[src/logic/ik_macros.svh]
// ik macros: matrix size, operand widths and the APB register map of the JJT engine
`ifndef IK_MACROS_SVH
`define IK_MACROS_SVH

// matrix size and datapath widths
`define IK_DOF 6
`define IK_ELEM_W 12
`define IK_ACC_W 32
`define IK_DAMP_W 16
`define IK_ADDR_W 12

// register map, byte offsets
`define IK_CTRL_ADDR 'h000
`define IK_STATUS_ADDR 'h004
`define IK_DAMP_ADDR 'h008
// entry (r, c) at base + 4 * (r * IK_DOF + c)
`define IK_JAC_BASE 'h100
`define IK_RES_BASE 'h200

`endif

[src/logic/ik_pkg.sv]
// ik package: operand, accumulator, index and matrix types for the JJT datapath
`include "ik_macros.svh"

package ik_pkg;

	// index width, kept at one bit or more
	localparam int IDX_W = (`IK_DOF > 1) ? $clog2(`IK_DOF) : 1;

	// signed jacobian entry
	typedef logic signed [`IK_ELEM_W-1:0] elem_t;

	// signed accumulator and result entry
	typedef logic signed [`IK_ACC_W-1:0] acc_t;

	// lambda is never negative
	typedef logic [`IK_DAMP_W-1:0] damp_t;

	// row or column index
	typedef logic [IDX_W-1:0] idx_t;

	// full matrices, indexed [row][col]
	typedef elem_t jac_mat_t [`IK_DOF][`IK_DOF];
	typedef acc_t res_mat_t [`IK_DOF][`IK_DOF];

endpackage

[src/logic/mac_if.sv]
// mac lane interface: operand beats into one lane and finished row entries out
`timescale 1ns/1ps

interface mac_if;
	import ik_pkg::*;

	// issue side, one beat per cycle while valid
	logic issue_valid;
	logic issue_first;
	logic issue_last;
	idx_t issue_col;
	// a is the lane's own row entry, b the broadcast one
	elem_t a;
	elem_t b;

	// result side, one completed dot product
	logic res_valid;
	idx_t res_col;
	acc_t res_data;

	modport feed (
		output issue_valid,
		output issue_first,
		output issue_last,
		output issue_col,
		output a,
		output b
	);

	modport lane (
		input issue_valid,
		input issue_first,
		input issue_last,
		input issue_col,
		input a,
		input b,
		output res_valid,
		output res_col,
		output res_data
	);

	// no back-pressure, the collector takes every result
	modport drain (
		input res_valid,
		input res_col,
		input res_data
	);

endinterface

[src/logic/mac_lane.sv]
// mac lane: multiply-accumulate of one jacobian row against each column in turn
`timescale 1ns/1ps

module mac_lane (
	input logic i,
	input logic rst,
	mac_if.lane port
);
	import ik_pkg::*;

	acc_t acc;
	acc_t prod;
	acc_t sum;

	// operands widened before the multiply so the product is exact
	assign prod = acc_t'(port.a) * acc_t'(port.b);
	assign sum = port.issue_first ? prod : acc + prod;

	// running sum, restarted on the first term of each column
	always_ff @(posedge i) begin
		if (port.issue_valid)
			acc <= sum;
	end

	always_ff @(posedge i) begin
		if (rst)
			port.res_valid <= 1'b0;
		else
			port.res_valid <= port.issue_valid && port.issue_last;
	end

	// completed dot product and its column
	always_ff @(posedge i) begin
		if (port.issue_valid && port.issue_last) begin
			port.res_data <= sum;
			port.res_col <= port.issue_col;
		end
	end

endmodule

[src/flat_wrapper.sv]
// flat-port wrapper written by rule: the top's interface ports become plain ports
module mac_lane_flat import ik_pkg::*;
  (i, rst, port_issue_valid, port_issue_first, port_issue_last, port_issue_col, port_a, port_b, port_res_valid, port_res_col, port_res_data);
  mac_if port_i ();
  input logic i;
  input logic rst;
  input wire logic [$bits(port_i.issue_valid)-1:0] port_issue_valid;
  input wire logic [$bits(port_i.issue_first)-1:0] port_issue_first;
  input wire logic [$bits(port_i.issue_last)-1:0] port_issue_last;
  input wire logic [$bits(port_i.issue_col)-1:0] port_issue_col;
  input wire logic [$bits(port_i.a)-1:0] port_a;
  input wire logic [$bits(port_i.b)-1:0] port_b;
  output wire logic [$bits(port_i.res_valid)-1:0] port_res_valid;
  output wire logic [$bits(port_i.res_col)-1:0] port_res_col;
  output wire logic [$bits(port_i.res_data)-1:0] port_res_data;
  assign port_i.issue_valid = port_issue_valid;
  assign port_i.issue_first = port_issue_first;
  assign port_i.issue_last = port_issue_last;
  assign port_i.issue_col = port_issue_col;
  assign port_i.a = port_a;
  assign port_i.b = port_b;
  assign port_res_valid = port_i.res_valid;
  assign port_res_col = port_i.res_col;
  assign port_res_data = port_i.res_data;
  mac_lane u_core (.i(i), .rst(rst), .port(port_i));
endmodule
[config.mk]
export PLATFORM = sky130hd
export DESIGN_NAME = mac_lane_flat
export DESIGN_NICKNAME = d
export VERILOG_FILES = /design/src/logic/ik_pkg.sv /design/src/logic/mac_if.sv /design/src/logic/mac_lane.sv /design/src/flat_wrapper.sv
export VERILOG_INCLUDE_DIRS = /design/src /design/src/logic
export SDC_FILE = /design/constraint.sdc
export NUM_CORES = 1
export LEC_CHECK = 0
export ABC_AREA = 1
export CAP_MARGIN = 10
export CORE_MARGIN = 1
export CORE_UTILIZATION = 25
export DETAILED_ROUTE_END_ITERATION = 16
export DONT_BUFFER_PORTS = 1
export GPL_ROUTABILITY_DRIVEN = 0
export GPL_TIMING_DRIVEN = 0
export PLACE_DENSITY_LB_ADDON = 0.08
export SYNTH_ARGS = -nofsm -noshare
export SYNTH_HDL_FRONTEND = slang
export SYNTH_SLANG_ARGS = --single-unit
[constraint.sdc]
create_clock -name i -period 8.4 [get_ports i]
set_input_delay 1.68 -clock i [delete_from_list [all_inputs] [get_ports i]]
set_output_delay 1.68 -clock i [all_outputs]
set_load 0.02 [all_outputs]
[Yosys cells after proc, flatten, opt, wreduce, memory -nomap -nowiden]
Index checks and enable logic that the tools add are counted.
Cells by class
  multiply operators: 1
  reductions and logical operators: 1
  muxes and demuxes: 1
  add/sub/neg operators: 1
Operators by type and width (count)
  32-bit adder: 1
  32-bit two-way mux: 1
  12-bit by 12-bit multiplier with 24-bit output: 1
  1-bit logical AND: 1
Storage, ports and cells
  input bits: 32
  output and inout bits: 36
  word-level logic and storage cells: 8
  register bits: 68

[Depth between registers and ports, before layout]
  depth in word-level cells: 3
  depth in mapped cells: 38
  depth with buffers taken out: 37

[Worst setup path before layout]
OpenSTA, ideal clock, no wires.
  path type: in2reg
  start point: input port port_a[11]
  end point: register u_core.acc[30] (data pin)
  library setup time: 0.255 ns
  cell stages on the path: 29
  slack: 0.990 ns
  arrival time: 7.155 ns
  path buffers: 1
  required time: 8.145 ns
  path through: clkbuf_1 nand2_1 fa_1 inv_1 fa_1 inv_1 fa_1 inv_1 fa_1 fa_1 ha_1 nand2_1 nor2_2 and2_4 nand4_1 nand3_1 nand3_2 nand2_4 inv_6 ha_1 nand2_1 nor2_1 inv_1 nor4_1 nand2_1 nand2_1 nand2_1 nand3_1 nand2_2
Between the ends
  longest elaborated chain between the ends: 3
Ends and longest elaborated chain
  start: declaration: line flat_wrapper.sv:11  | input wire logic [$bits(port_i.a)-1:0] port_a;
  12-bit by 12-bit multiplier with 24-bit output (*): line mac_lane.sv:16  | assign prod = acc_t'(port.a) * acc_t'(port.b);
  32-bit adder: line mac_lane.sv:17  | assign sum = port.issue_first ? prod : acc + prod;
  32-bit two-way mux (*): line mac_lane.sv:17
  net u_core.sum[30]: line mac_lane.sv:13  | acc_t sum;
  end signal: assignment: line mac_lane.sv:22  | acc <= sum;
  end: declaration: line mac_lane.sv:11  | acc_t acc;
Mark *: on every way through the listed nets, which the timed path passes. The rest lies on a longest branch.
A chain may end at the register's enable or synchronous reset.

[Worst setup path in the final report]
  start point: input port port_b[0]
  end point: register u_core.port.res_data[15] (data pin)
Between the ends
  longest elaborated chain between the ends: 3
Ends and longest elaborated chain
  start: declaration: line flat_wrapper.sv:12  | input wire logic [$bits(port_i.b)-1:0] port_b;
  12-bit by 12-bit multiplier with 24-bit output (*): line mac_lane.sv:16
  32-bit adder: line mac_lane.sv:17
  32-bit two-way mux (*): line mac_lane.sv:17
  net u_core.sum[15]: line mac_lane.sv:13
  end signal: assignment: line mac_lane.sv:35  | port.res_data <= sum;
  end: declaration: line mac_if.sv:39  | output res_data
Marks and branches as above.

==> metrics <==
count of warnings emitted by yosys 0; share of synthesized area occupied by flip-flops and latches 19.7%; Multi-input gate area 7080 µm²; number of remaining DRC errors 0; f_max 125 MHz; sink count of the clock tree 68; final-layout fill cell count 4480; Setup Skew 0.0138 ns; Layout area overhead 9.53%; final hold violation count 0; Max-Slew Margin vs Limit 44.6%; number of nets in the synthesized netlist 1567; Boundary Pins 68; register bit total from synthesis 68; die span in y 205 µm; effective utilization at floorplan 25.3%; outcome completed; number of hold buffers added after CTS 0; area of the die 42200 µm²; antenna diode count 0; DRT Pass-1 Iters 4; EDFF count, synth 67; final HPWL from detailed placement 25.3 mm; Avg WL per Cell 16.0 µm; number of distinct library cells after synthesis 42; count of maximum capacitance violations 0; maximum cell stage delay along the critical path 0.57 ns; class of the tightest hold or removal check register to register; number of DRC violations after detailed-routing iteration 0 488; clock tree from TritonCTS yes; root buffer cell sky130_fd_sc_hd__clkbuf_16; R2R setup slack 5.92 ns; number of rows in the core area 74; required arrival time at the worst endpoint 8.45 ns; finished layout cell area 11300 µm²; Avg Synthesized Cell Area 7.88 µm²; wire length of the first global-routing pass 48.9 mm; Area after DPL 11000 µm²; kind of critical path primary input to register; clock insertion delay at the later pin of the skew report 0.34 ns; CTS Buffer Depth 2; final period demand of the worst path 7.99 ns; Worst-Margin Slew 0.831 ns; startpoint type of the worst setup path primary input; total length of routed wires 29.8 mm; area share of the largest cell type after synthesis 26.9%; CTS Buf Count 9; total standard cell area after synthesis 10300 µm²; net count of the finished layout 1578; Worst Setup End Kind register; global routing usage summed across all routing layers 15.1%; final worst-path cycle share 95.1%; flip-flop and latch area 2030 µm²; area of the placeable core 40800 µm²; Gate Count Post-Synth 1312; vias post-DR 8098; RSZ-0062 raised after global routing no; largest net degree at the start of global routing 36; layout cells sized above 1 6.10%; kind of cell adding the most delay to the critical path adder cells; peak fanout along the critical path 10; htree depth 3; worst path arrival time 8.04 ns; ys flop type sky130_fd_sc_hd__edfxtp_1; cell types with the largest area share after synthesis sky130_fd_sc_hd__fa_1 27%, sky130_fd_sc_hd__edfxtp_1 19%, sky130_fd_sc_hd__nand2_1 13%; number of antenna violations at the first check in global routing 0; total of buffers placed on input and output ports 0; post-DR vias/cell 4.35; global route total overflow 0; endpoints failing setup 0; number of global-route vias before repair 8662; remaining antenna violation count 0; top-count cell post-synth sky130_fd_sc_hd__nand2_1; fraction of registers with async set or reset after synthesis 0%; die span in x 205 µm; Buffers & Inverters on Critical Path 7; cell occurring most often along the worst timing path sky130_fd_sc_hd__inv_1; Critical-path top delay cell sky130_fd_sc_hd__fa_1; max-slew violation total from the final report 0; top cells by count, synth 347 x sky130_fd_sc_hd__nand2_1, 293 x sky130_fd_sc_hd__inv_1, 139 x sky130_fd_sc_hd__fa_1, 84 x sky130_fd_sc_hd__ha_1, 77 x sky130_fd_sc_hd__nor2_1; clock slew seen by the registers of the worst setup and hold paths 0.06 ns; top cell type by total area after synthesis sky130_fd_sc_hd__fa_1
==> state kept, by name, indices dropped and copies added (netlist names) <==
name                   flops
u_core.port.res_col        3
u_core.port.res_data      32
u_core.acc                32
u_core.port.res_valid      1
==> layer usage <==
metal / wire (µm) / vias up / GRT usage [%] / share of wire [%]
met3: 680 / 10 / 1.47 / 2.3
li1: - / 4029 / - / -
met4: 117 / 0 / 1.24 / 0.39
met1: 15300 / 3955 / 21.9 / 51
met2: 13700 / 104 / 24.9 / 46
met5: 0 / - / 0 / 0
==> layout by cell type, fill, tap and decap left out, drive strengths merged, types with 12 or more instances in the layout <==
cell type and n:
ha 84, nor2 82, nand2 365, clkbuf 39
edfxtp 67, nand4 12, nand3 61, inv 299
o21ai 39, fa 139, a21oi 59
==> cells by family after synthesis <==
| logic type | after synthesis | share of synthesized area (%) |
|---|---|---|
| xor gates and xnor gates | 20 | 1.69 |
| AOI/OAI and AO/OA | 117 | 6.43 |
| and+or+nand+nor | 555 | 23.1 |
| buffers and inverters | 329 | 12.0 |
| adders and majority gates | 223 | 37.1 |
| DFF | 68 | 19.7 |
==> tightest hold or removal path, cell delays in order, from the launching register on <==
cell	delay, ns
sky130_fd_sc_hd__edfxtp_1	0.33
sky130_fd_sc_hd__ha_1	0.13
sky130_fd_sc_hd__nand2_1	0.04
sky130_fd_sc_hd__o21ai_0	0.10
==> path summary, 6_finish.rpt <==
| path | start | to | cells past startpoint |
|---|---|---|---|
| worst max-delay path | port_b[0] | u_core.port.res_data[15] | 27 |
| worst min-delay path | u_core.acc[0] | u_core.port.res_data[0] | 3 |
| worst max register to register | u_core.acc[0] | u_core.port.res_data[22] | 10 |
| worst min register to register | u_core.acc[0] | u_core.port.res_data[0] | 3 |
==> area by class of cell <==
class | instances | share of cell area [%]
Inverter | 300 | 9.99
Sequential cell | 68 | 17.9
Clock buffer | 10 | 2.02
Multi-Input combinational cell | 915 | 62.5
Buffer | 29 | 1.14
Tap cell | 532 | 5.88
Clock inverter | 6 | 0.486
==> what timing repair did <==
action,CTS,global route
gates resized for setup,0,38
setup buffers,0,0
endpoints found under the setup margin,0,28
==> through the flow <==
step	TNS, ns	std cells	hold slack (ns)	setup WS (ns)	util, %
global route	0	1860	0.793	0.0163	27.7
floorplan	0	1312	0.652	0.990	-
detailed placement	-1.49	1844	0.708	-0.140	26.9
CTS	0	1860	0.731	0.159	27.6
global placement	-2.64	1844	0.693	-0.188	26.9
finish	0	1860	0.729	0.412	27.7
Power is left out: the tool's default activity adds up to more than one toggle a clock period on the data nets, which glitch-free logic cannot reach.
