**src/logic/ik_macros.svh**
```systemverilog
// ik macros: matrix size, operand widths and the APB register map of the JJT engine
`ifndef IK_MACROS_SVH
`define IK_MACROS_SVH

// matrix size and datapath widths
`define IK_DOF 6
`define IK_ELEM_W 12
`define IK_ACC_W 32
`define IK_DAMP_W 16
`define IK_ADDR_W 12

// register map, byte offsets
`define IK_CTRL_ADDR 'h000
`define IK_STATUS_ADDR 'h004
`define IK_DAMP_ADDR 'h008
// entry (r, c) at base + 4 * (r * IK_DOF + c)
`define IK_JAC_BASE 'h100
`define IK_RES_BASE 'h200

`endif

```
**src/logic/ik_pkg.sv**
```systemverilog
// ik package: operand, accumulator, index and matrix types for the JJT datapath
`include "ik_macros.svh"

package ik_pkg;

	// index width, kept at one bit or more
	localparam int IDX_W = (`IK_DOF > 1) ? $clog2(`IK_DOF) : 1;

	// signed jacobian entry
	typedef logic signed [`IK_ELEM_W-1:0] elem_t;

	// signed accumulator and result entry
	typedef logic signed [`IK_ACC_W-1:0] acc_t;

	// lambda is never negative
	typedef logic [`IK_DAMP_W-1:0] damp_t;

	// row or column index
	typedef logic [IDX_W-1:0] idx_t;

	// full matrices, indexed [row][col]
	typedef elem_t jac_mat_t [`IK_DOF][`IK_DOF];
	typedef acc_t res_mat_t [`IK_DOF][`IK_DOF];

endpackage

```
**src/logic/jjt_apb_regs.sv**
```systemverilog
// jjt register block: APB slave for control, status, damping, jacobian and result reads
`timescale 1ns/1ps
`include "ik_macros.svh"

module jjt_apb_regs (
	input logic i,
	input logic rst,
	input logic psel,
	input logic penable,
	input logic pwrite,
	input logic [`IK_ADDR_W-1:0] paddr,
	input logic [31:0] pwdata,
	output logic [31:0] prdata,
	output logic pready,
	output logic pslverr,
	output ik_pkg::jac_mat_t jac,
	output ik_pkg::damp_t damp,
	output logic start,
	input ik_pkg::res_mat_t result,
	input logic finished,
	output logic done
);
	import ik_pkg::*;

	localparam int ADDR_W = `IK_ADDR_W;

	logic access;
	logic is_ctrl;
	logic is_status;
	logic is_damp;
	logic jac_hit;
	logic res_hit;
	logic err;
	logic wr_ok;
	logic busy;
	idx_t sel_r;
	idx_t sel_c;

	// every access finishes in its access phase
	assign pready = 1'b1;
	assign access = psel && penable;

	assign is_ctrl = (paddr == ADDR_W'(`IK_CTRL_ADDR));
	assign is_status = (paddr == ADDR_W'(`IK_STATUS_ADDR));
	assign is_damp = (paddr == ADDR_W'(`IK_DAMP_ADDR));

	// matrix entry decode, shared row and column select for both banks
	always_comb begin
		jac_hit = 1'b0;
		res_hit = 1'b0;
		sel_r = '0;
		sel_c = '0;
		for (int r = 0; r < `IK_DOF; r++) begin
			for (int c = 0; c < `IK_DOF; c++) begin
				if (paddr == ADDR_W'(`IK_JAC_BASE + 4 * (r * `IK_DOF + c))) begin
					jac_hit = 1'b1;
					sel_r = idx_t'(r);
					sel_c = idx_t'(c);
				end
				if (paddr == ADDR_W'(`IK_RES_BASE + 4 * (r * `IK_DOF + c))) begin
					res_hit = 1'b1;
					sel_r = idx_t'(r);
					sel_c = idx_t'(c);
				end
			end
		end
	end

	// illegal access check
	always_comb begin
		err = 1'b0;
		if (!(is_ctrl || is_status || is_damp || jac_hit || res_hit)) begin
			err = 1'b1;
		end else if (pwrite) begin
			if (is_status || res_hit)
				err = 1'b1;
			else if ((is_damp || jac_hit) && busy)
				err = 1'b1;
			// second start while a matrix is in flight
			else if (is_ctrl && pwdata[0] && busy)
				err = 1'b1;
		end
	end

	assign pslverr = access && err;
	assign wr_ok = access && pwrite && !err;

	// read mux, control reads as zero
	always_comb begin
		prdata = '0;
		if (is_status)
			prdata = {30'b0, done, busy};
		else if (is_damp)
			prdata = 32'(damp);
		else if (jac_hit)
			prdata = 32'(jac[sel_r][sel_c]);
		else if (res_hit)
			prdata = 32'(result[sel_r][sel_c]);
	end

	always_ff @(posedge i) begin
		if (rst) begin
			busy <= 1'b0;
			done <= 1'b0;
			start <= 1'b0;
			damp <= '0;
			for (int r = 0; r < `IK_DOF; r++) begin
				for (int c = 0; c < `IK_DOF; c++) begin
					jac[r][c] <= '0;
				end
			end
		end else begin
			start <= 1'b0;
			if (wr_ok) begin
				if (is_ctrl && pwdata[0]) begin
					busy <= 1'b1;
					done <= 1'b0;
					start <= 1'b1;
				end
				if (is_damp)
					damp <= damp_t'(pwdata);
				if (jac_hit)
					jac[sel_r][sel_c] <= elem_t'(pwdata);
			end
			// collector has stored the last column
			if (finished) begin
				busy <= 1'b0;
				done <= 1'b1;
			end
		end
	end

endmodule

```
**config.mk**
```make
export PLATFORM = sky130hd
export DESIGN_NAME = jjt_apb_regs
export DESIGN_NICKNAME = d
export VERILOG_FILES = /design/src/logic/ik_pkg.sv /design/src/logic/jjt_apb_regs.sv
export VERILOG_INCLUDE_DIRS = /design/src /design/src/logic
export SDC_FILE = /design/constraint.sdc
export NUM_CORES = 2
export LEC_CHECK = 0
export BUFFER_PORTS_ARGS = -buffer_cell sky130_fd_sc_hd__buf_2
export CAP_MARGIN = 15
export CORE_AREA = 2 2 666 668
export DETAILED_ROUTE_END_ITERATION = 12
export DIE_AREA = 0 0 668 670
export GPL_TIMING_DRIVEN = 0
export PLACE_DENSITY = 0.3
export SYNTH_ARGS = -nofsm -noshare
export SYNTH_HDL_FRONTEND = slang
export SYNTH_SLANG_ARGS = --single-unit
```
**constraint.sdc**
```tcl
create_clock -name i -period 2.94 [get_ports i]
set_input_delay 0.147 -clock i [delete_from_list [all_inputs] [get_ports i]]
set_output_delay 0.147 -clock i [all_outputs]
set_load 0.01 [all_outputs]
```
**Word-level counts from Yosys, hierarchy flattened**

Index checks and enable logic that the tools add are counted.

- Input port bits: 1202
- Bits in registers: 451
- Output and inout bits: 484
- Word-level logic and storage cells: 378

- Equal/unequal tests: 74
- Order comparisons: 4
- Reduce and logical (&&, ||, !) cells: 25
- Bitwise operators: 3
- Mux-type cells: 232

Operators with widths:

| operator | count |
|---|---|
| $bmux W192 S3 | 1 |
| $bwmux W432 | 1 |
| $eq A12 B10 Y1 const B | 36 |
| $eq A12 B9 Y1 const B | 36 |
| $mux W192 | 2 |
| $mux W3 | 128 |
| $bmux W72 S3 | 1 |
| $demux W72 S3 | 1 |
| $mux W72 | 3 |
| $mux W32 | 6 |
| $bmux W32 S3 | 1 |
| $mux W1 | 83 |
| $bmux W12 S3 | 1 |
| $demux W12 S3 | 1 |
| $mux W12 | 3 |
| $eq A12 B3 Y1 const B | 1 |
| $eq A12 B4 Y1 const B | 1 |
| $logic_not A12 Y1 | 1 |
| $logic_and A1 B1 Y1 | 9 |
| $ge A4 B4 Y1 const B | 2 |
| $lt A4 B1 Y1 const B | 2 |
| $not A3 Y4 | 2 |
| $reduce_and A2 Y1 | 4 |
| $logic_or A1 B1 Y1 | 6 |
| 4 further kinds | 6 |

**Logic depth before layout (Yosys ltp)**

- Depth after elaboration: 79
- Depth in mapped cells: 15
- Depth with buffers taken out: 9

**Least setup slack after synthesis**

No wires, ideal clock.

- Path type: input -> output
- Start: input paddr[9]
- End: output prdata[21]
- Slack: -104 ps
- Stages: 12
- Data required time: 2793 ps
- Data arrival time: 2897 ps
- Path buffers: 5
- Cell sequence: buf_2 or4b_1 a21oi_1 o2111a_1 buf_6 nor2_2 buf_6 buf_4 buf_2 a2111oi_0 o22ai_1 o41ai_1

- Word-level cells in the longest chain between the ends: 79
- Elaborated cells on any way between the ends: 294
- Those cells by class: 74 x eq/ne; 218 x mux; 2 x bitwise

RTL lines:

| element | RTL line | RTL |
|---|---|---|
| from (decl) | jjt_apb_regs.sv:11 | `` input logic [`IK_ADDR_W-1:0] paddr, `` |
| $eq A12 B9 Y1 | jjt_apb_regs.sv:55 | `` if (paddr == ADDR_W'(`IK_JAC_BASE + 4 * (r * `IK_DOF + c))) begin `` |
| $mux W1 | jjt_apb_regs.sv:55 |  |
| $mux W3 | jjt_apb_regs.sv:60 | `` if (paddr == ADDR_W'(`IK_RES_BASE + 4 * (r * `IK_DOF + c))) begin `` |
| $mux W3 | jjt_apb_regs.sv:55 |  |
| $mux W3 | jjt_apb_regs.sv:60 |  |
| $mux W3 | jjt_apb_regs.sv:55 |  |
| $mux W3 | jjt_apb_regs.sv:60 |  |
| $mux W3 | jjt_apb_regs.sv:55 |  |
| [62 not listed] | - |  |
| $mux W3 | jjt_apb_regs.sv:60 |  |
| $not A3 Y4 (implied by the code) | jjt_apb_regs.sv:96, jjt_apb_regs.sv:98 |  |
| $bmux W32 S3 | jjt_apb_regs.sv:98 | `prdata = 32'(result[sel_r][sel_c]);` |
| $mux W32 (implied by the code) (2 in series) | jjt_apb_regs.sv:98 |  |
| $mux W32 | jjt_apb_regs.sv:97 | `else if (res_hit)` |
| $mux W32 | jjt_apb_regs.sv:95 | `else if (jac_hit)` |
| $mux W32 | jjt_apb_regs.sv:93 | `else if (is_damp)` |
| $mux W32 * | jjt_apb_regs.sv:91 | `if (is_status)` |
| to (decl) | jjt_apb_regs.sv:13 | `output logic [31:0] prdata,` |

Mark *: on every way between the ends. The rest lies on a longest branch, timed or not. The select of a mux whose other input is x is not followed.

**Worst setup path in the final report**

- Start: input paddr[11]
- End: output prdata[6]

The elaborated chain is that of the path after synthesis.

==> results.yml <==
synth:
  synthCells: 4054
  synth_seq_cells: 451
  yosys.area.top_type: "dfxtp_1"
  synth.net_count: 5256
  async_flop_share_pct: 0
  ys_seq_area_share_pct: 32.13
  synthesis.area_mm2: 0.02810
  yosysUniqueCellTypes: 82
  avgSynthCellArea_um2: 6.932
  synth_most_common_cell: "nand2_1"
  netlist.area_leader.share_pct: 32.13
  synth_edf_count: 0
  synth_area_leaders: "dfxtp_1, nand2_1, a21oi_1, o22ai_1, a221oi_1"
  yosys_warnings: 0
  synthTopCellsByCount: "nand2_1, a21oi_1, dfxtp_1"
  synth_ff_type: "dfxtp_1"
run:
  cap_violations: 0
hold_path:
  min_path_type: "primary input to flip-flop"
timing:
  rsz0062_at_grt: "yes"
  setup_violations: 396
  postLayoutSetupSlackWorst_ns: -1.013
  fmax_mhz: 253.0
  finalCritPeriodShare_pct: 134.5
  worst_pin_slew_ns: 1.431
  hold_viol: 0
  slew_violations: 0
  post-route-min-period_ns: 3.953
  maxSlewHeadroom_pct: 4.615
  final.setup_skew_ns: 0.08429
worst_setup_path:
  crit_type: "primary input to primary output"
  path_max_fanout: 6
  required_ns: 2.79
  end_kind: "primary output"
  cp.arrival_ns: 3.81
  cp-start-kind: "primary input"
outcome:
  status: "complete, but fails checks"
  failed_checks: "setup timing"
routing:
  detail-route-antenna-nets: 0
  wl_um: 725100
  dr.pass1.iters: 6
  drtIter0Drc: 7161
  drc: 0
  wl_per_cell_um: 56.38
  viasPerCell: 4.196
  num_vias: 53960
clocking:
  htree_levels: 2
  path_clk_slew_ns: 0.06
  cts_tree: "built"
  cts_buffers: 55
  clkLatencyLatePin_ns: 0.73
  cts_num_sinks: 451
  clockRootBuffer: "clkbuf_16"
  cts.path.max_buffers: 3
floorplan:
  die_w_um: 668
  io_pins: 1686
  core-area_mm2: 0.4402
  fp.dieArea_mm2: 0.4476
  initial_core_util_pct: 6.383
  die_height_um: 670
  fp-row-count: 244
cells_and_area:
  area_growth_syn_to_layout_pct: 123.5
  drive_gt1_share_pct: 49.77
  final_nets: 7457
  fin_util_pct: 14.26
  n_fill_cell: 51120
placement:
  dp_hpwl_um: 623000
  gp_congestion: 0.9885
  dp_slack_ns: -4.682
  port_buffers: 1651
grt:
  grt_pass1_vias: 47430
  grt_max_degree: 17
  grt_pass1_wl_um: 822900
  grtUsageTotal_pct: 30.78
  antenna_found_initial: 686
  overflow: 0
power:
  ir_drop_mv: 0.3777
  power_leakage_nw: 23.73
  power_density_mw_per_mm2: 279.4
## power by group
group,switching (mW),leakage (nW),internal [mW]
registers,0.000868,3.63,6.11
clock network,3.44,0.984,4.53
logic,2.22,19.1,1.24
## cell usage in the layout, fill, tap and decap left out, types with 143 or more instances in the layout
cell type  count
dfxtp_1      450
o22ai_1      232
buf_12       146
nor2_1       253
clkbuf_1     143
diode_2      657
buf_4        274
a21oi_1      444
nand2_1      920
buf_2       1660
## metal layers
metal  global-route usage, %  vias up  share of wire [%]
li1                        -    20370                  -
met1                   30.95    26820                 33
met2                   50.16     4841                 45
met3                   12.01     1820                 11
met4                   25.85      122                 11
met5                       0        -               0.11
## through the flow
stage	total power, mW	hold slack, ns	instance area, um2	setup TNS [ns]	std cells
after floorplan	6.848	0.2198	28120	0	4054
after global placement	8.940	0.3462	43770	-1613.83	11610
after detailed placement	9.071	0.3408	46430	-1094.88	11750
after CTS	17.33	0.05509	58190	-64.44	12080
after global routing	17.72	0.08967	62220	-124.96	12630
final	17.54	0.03965	62800	-120.43	12860
## critical path, stage by stage
cell and delay (ns):
buf_8 0.11, or4b_4 0.61, a21oi_4 0.19, o2111a_2 0.27, buf_12 0.16, nor3_4 0.05
buf_4 0.21, buf_16 0.17, buf_6 0.21, buf_8 0.16, a221oi_1 0.49, o41ai_2 0.21
a32oi_2 0.36, o32ai_4 0.14, buf_6 0.19
## worst paths after layout
| check | start | end | slack, ns | cells past startpoint |
|---|---|---|---|---|
| setup / recovery | paddr[11] | prdata[6] | -1.01 | 15 |
| hold / removal | pwdata[3] | jac[123] | 0.04 | 3 |
| setup reg to reg | busy | jac[52] | -0.38 | 10 |
| hold reg to reg | jac[368] | jac[368] | 0.47 | 2 |
## state kept, by name (all words and copies together), names as in the netlist
signal  flops
damp       16
done        1
busy        1
jac       432
start       1
## logic make-up (layout without fill, tap and decap cells)
logic type	count (synthesis)	in the layout	share of synthesized area [%]
AND/OR/NAND/NOR	1610	1610	24.53
AO/OA/AOI/OAI	1473	1473	34.54
buffers and inverters	476	2721	7.267
flip-flops	451	451	32.13
multiplexers	39	39	1.389
XOR/XNOR	3	3	0.09352
adder cells (fa/ha/maj)	1	1	0.03562
other	1	658	0.01334
## final cells by class
cell class / count / area (um2) / area share [%]
tap: 5904 / 7387 / 11.76
clock inverter: 23 / 372.9 / 0.5937
sequential: 451 / 9030 / 14.38
clock buffer: 78 / 1613 / 2.568
timing repair buffer: 2150 / 14820 / 23.60
multi-input combinational: 3127 / 22330 / 35.56
inverter: 6 / 30.03 / 0.04782
buffer: 464 / 5567 / 8.864
antenna: 657 / 1644 / 2.618
## timing repair
action,CTS,global route
hold buffers,12,0
gates resized for setup,1531,336
setup buffers,219,116
gates cloned,9,9
pin swaps,160,155
hold endpoints to repair,16,0
endpoints found under the setup margin,465,402
Power figures use the tool's default switching activity.
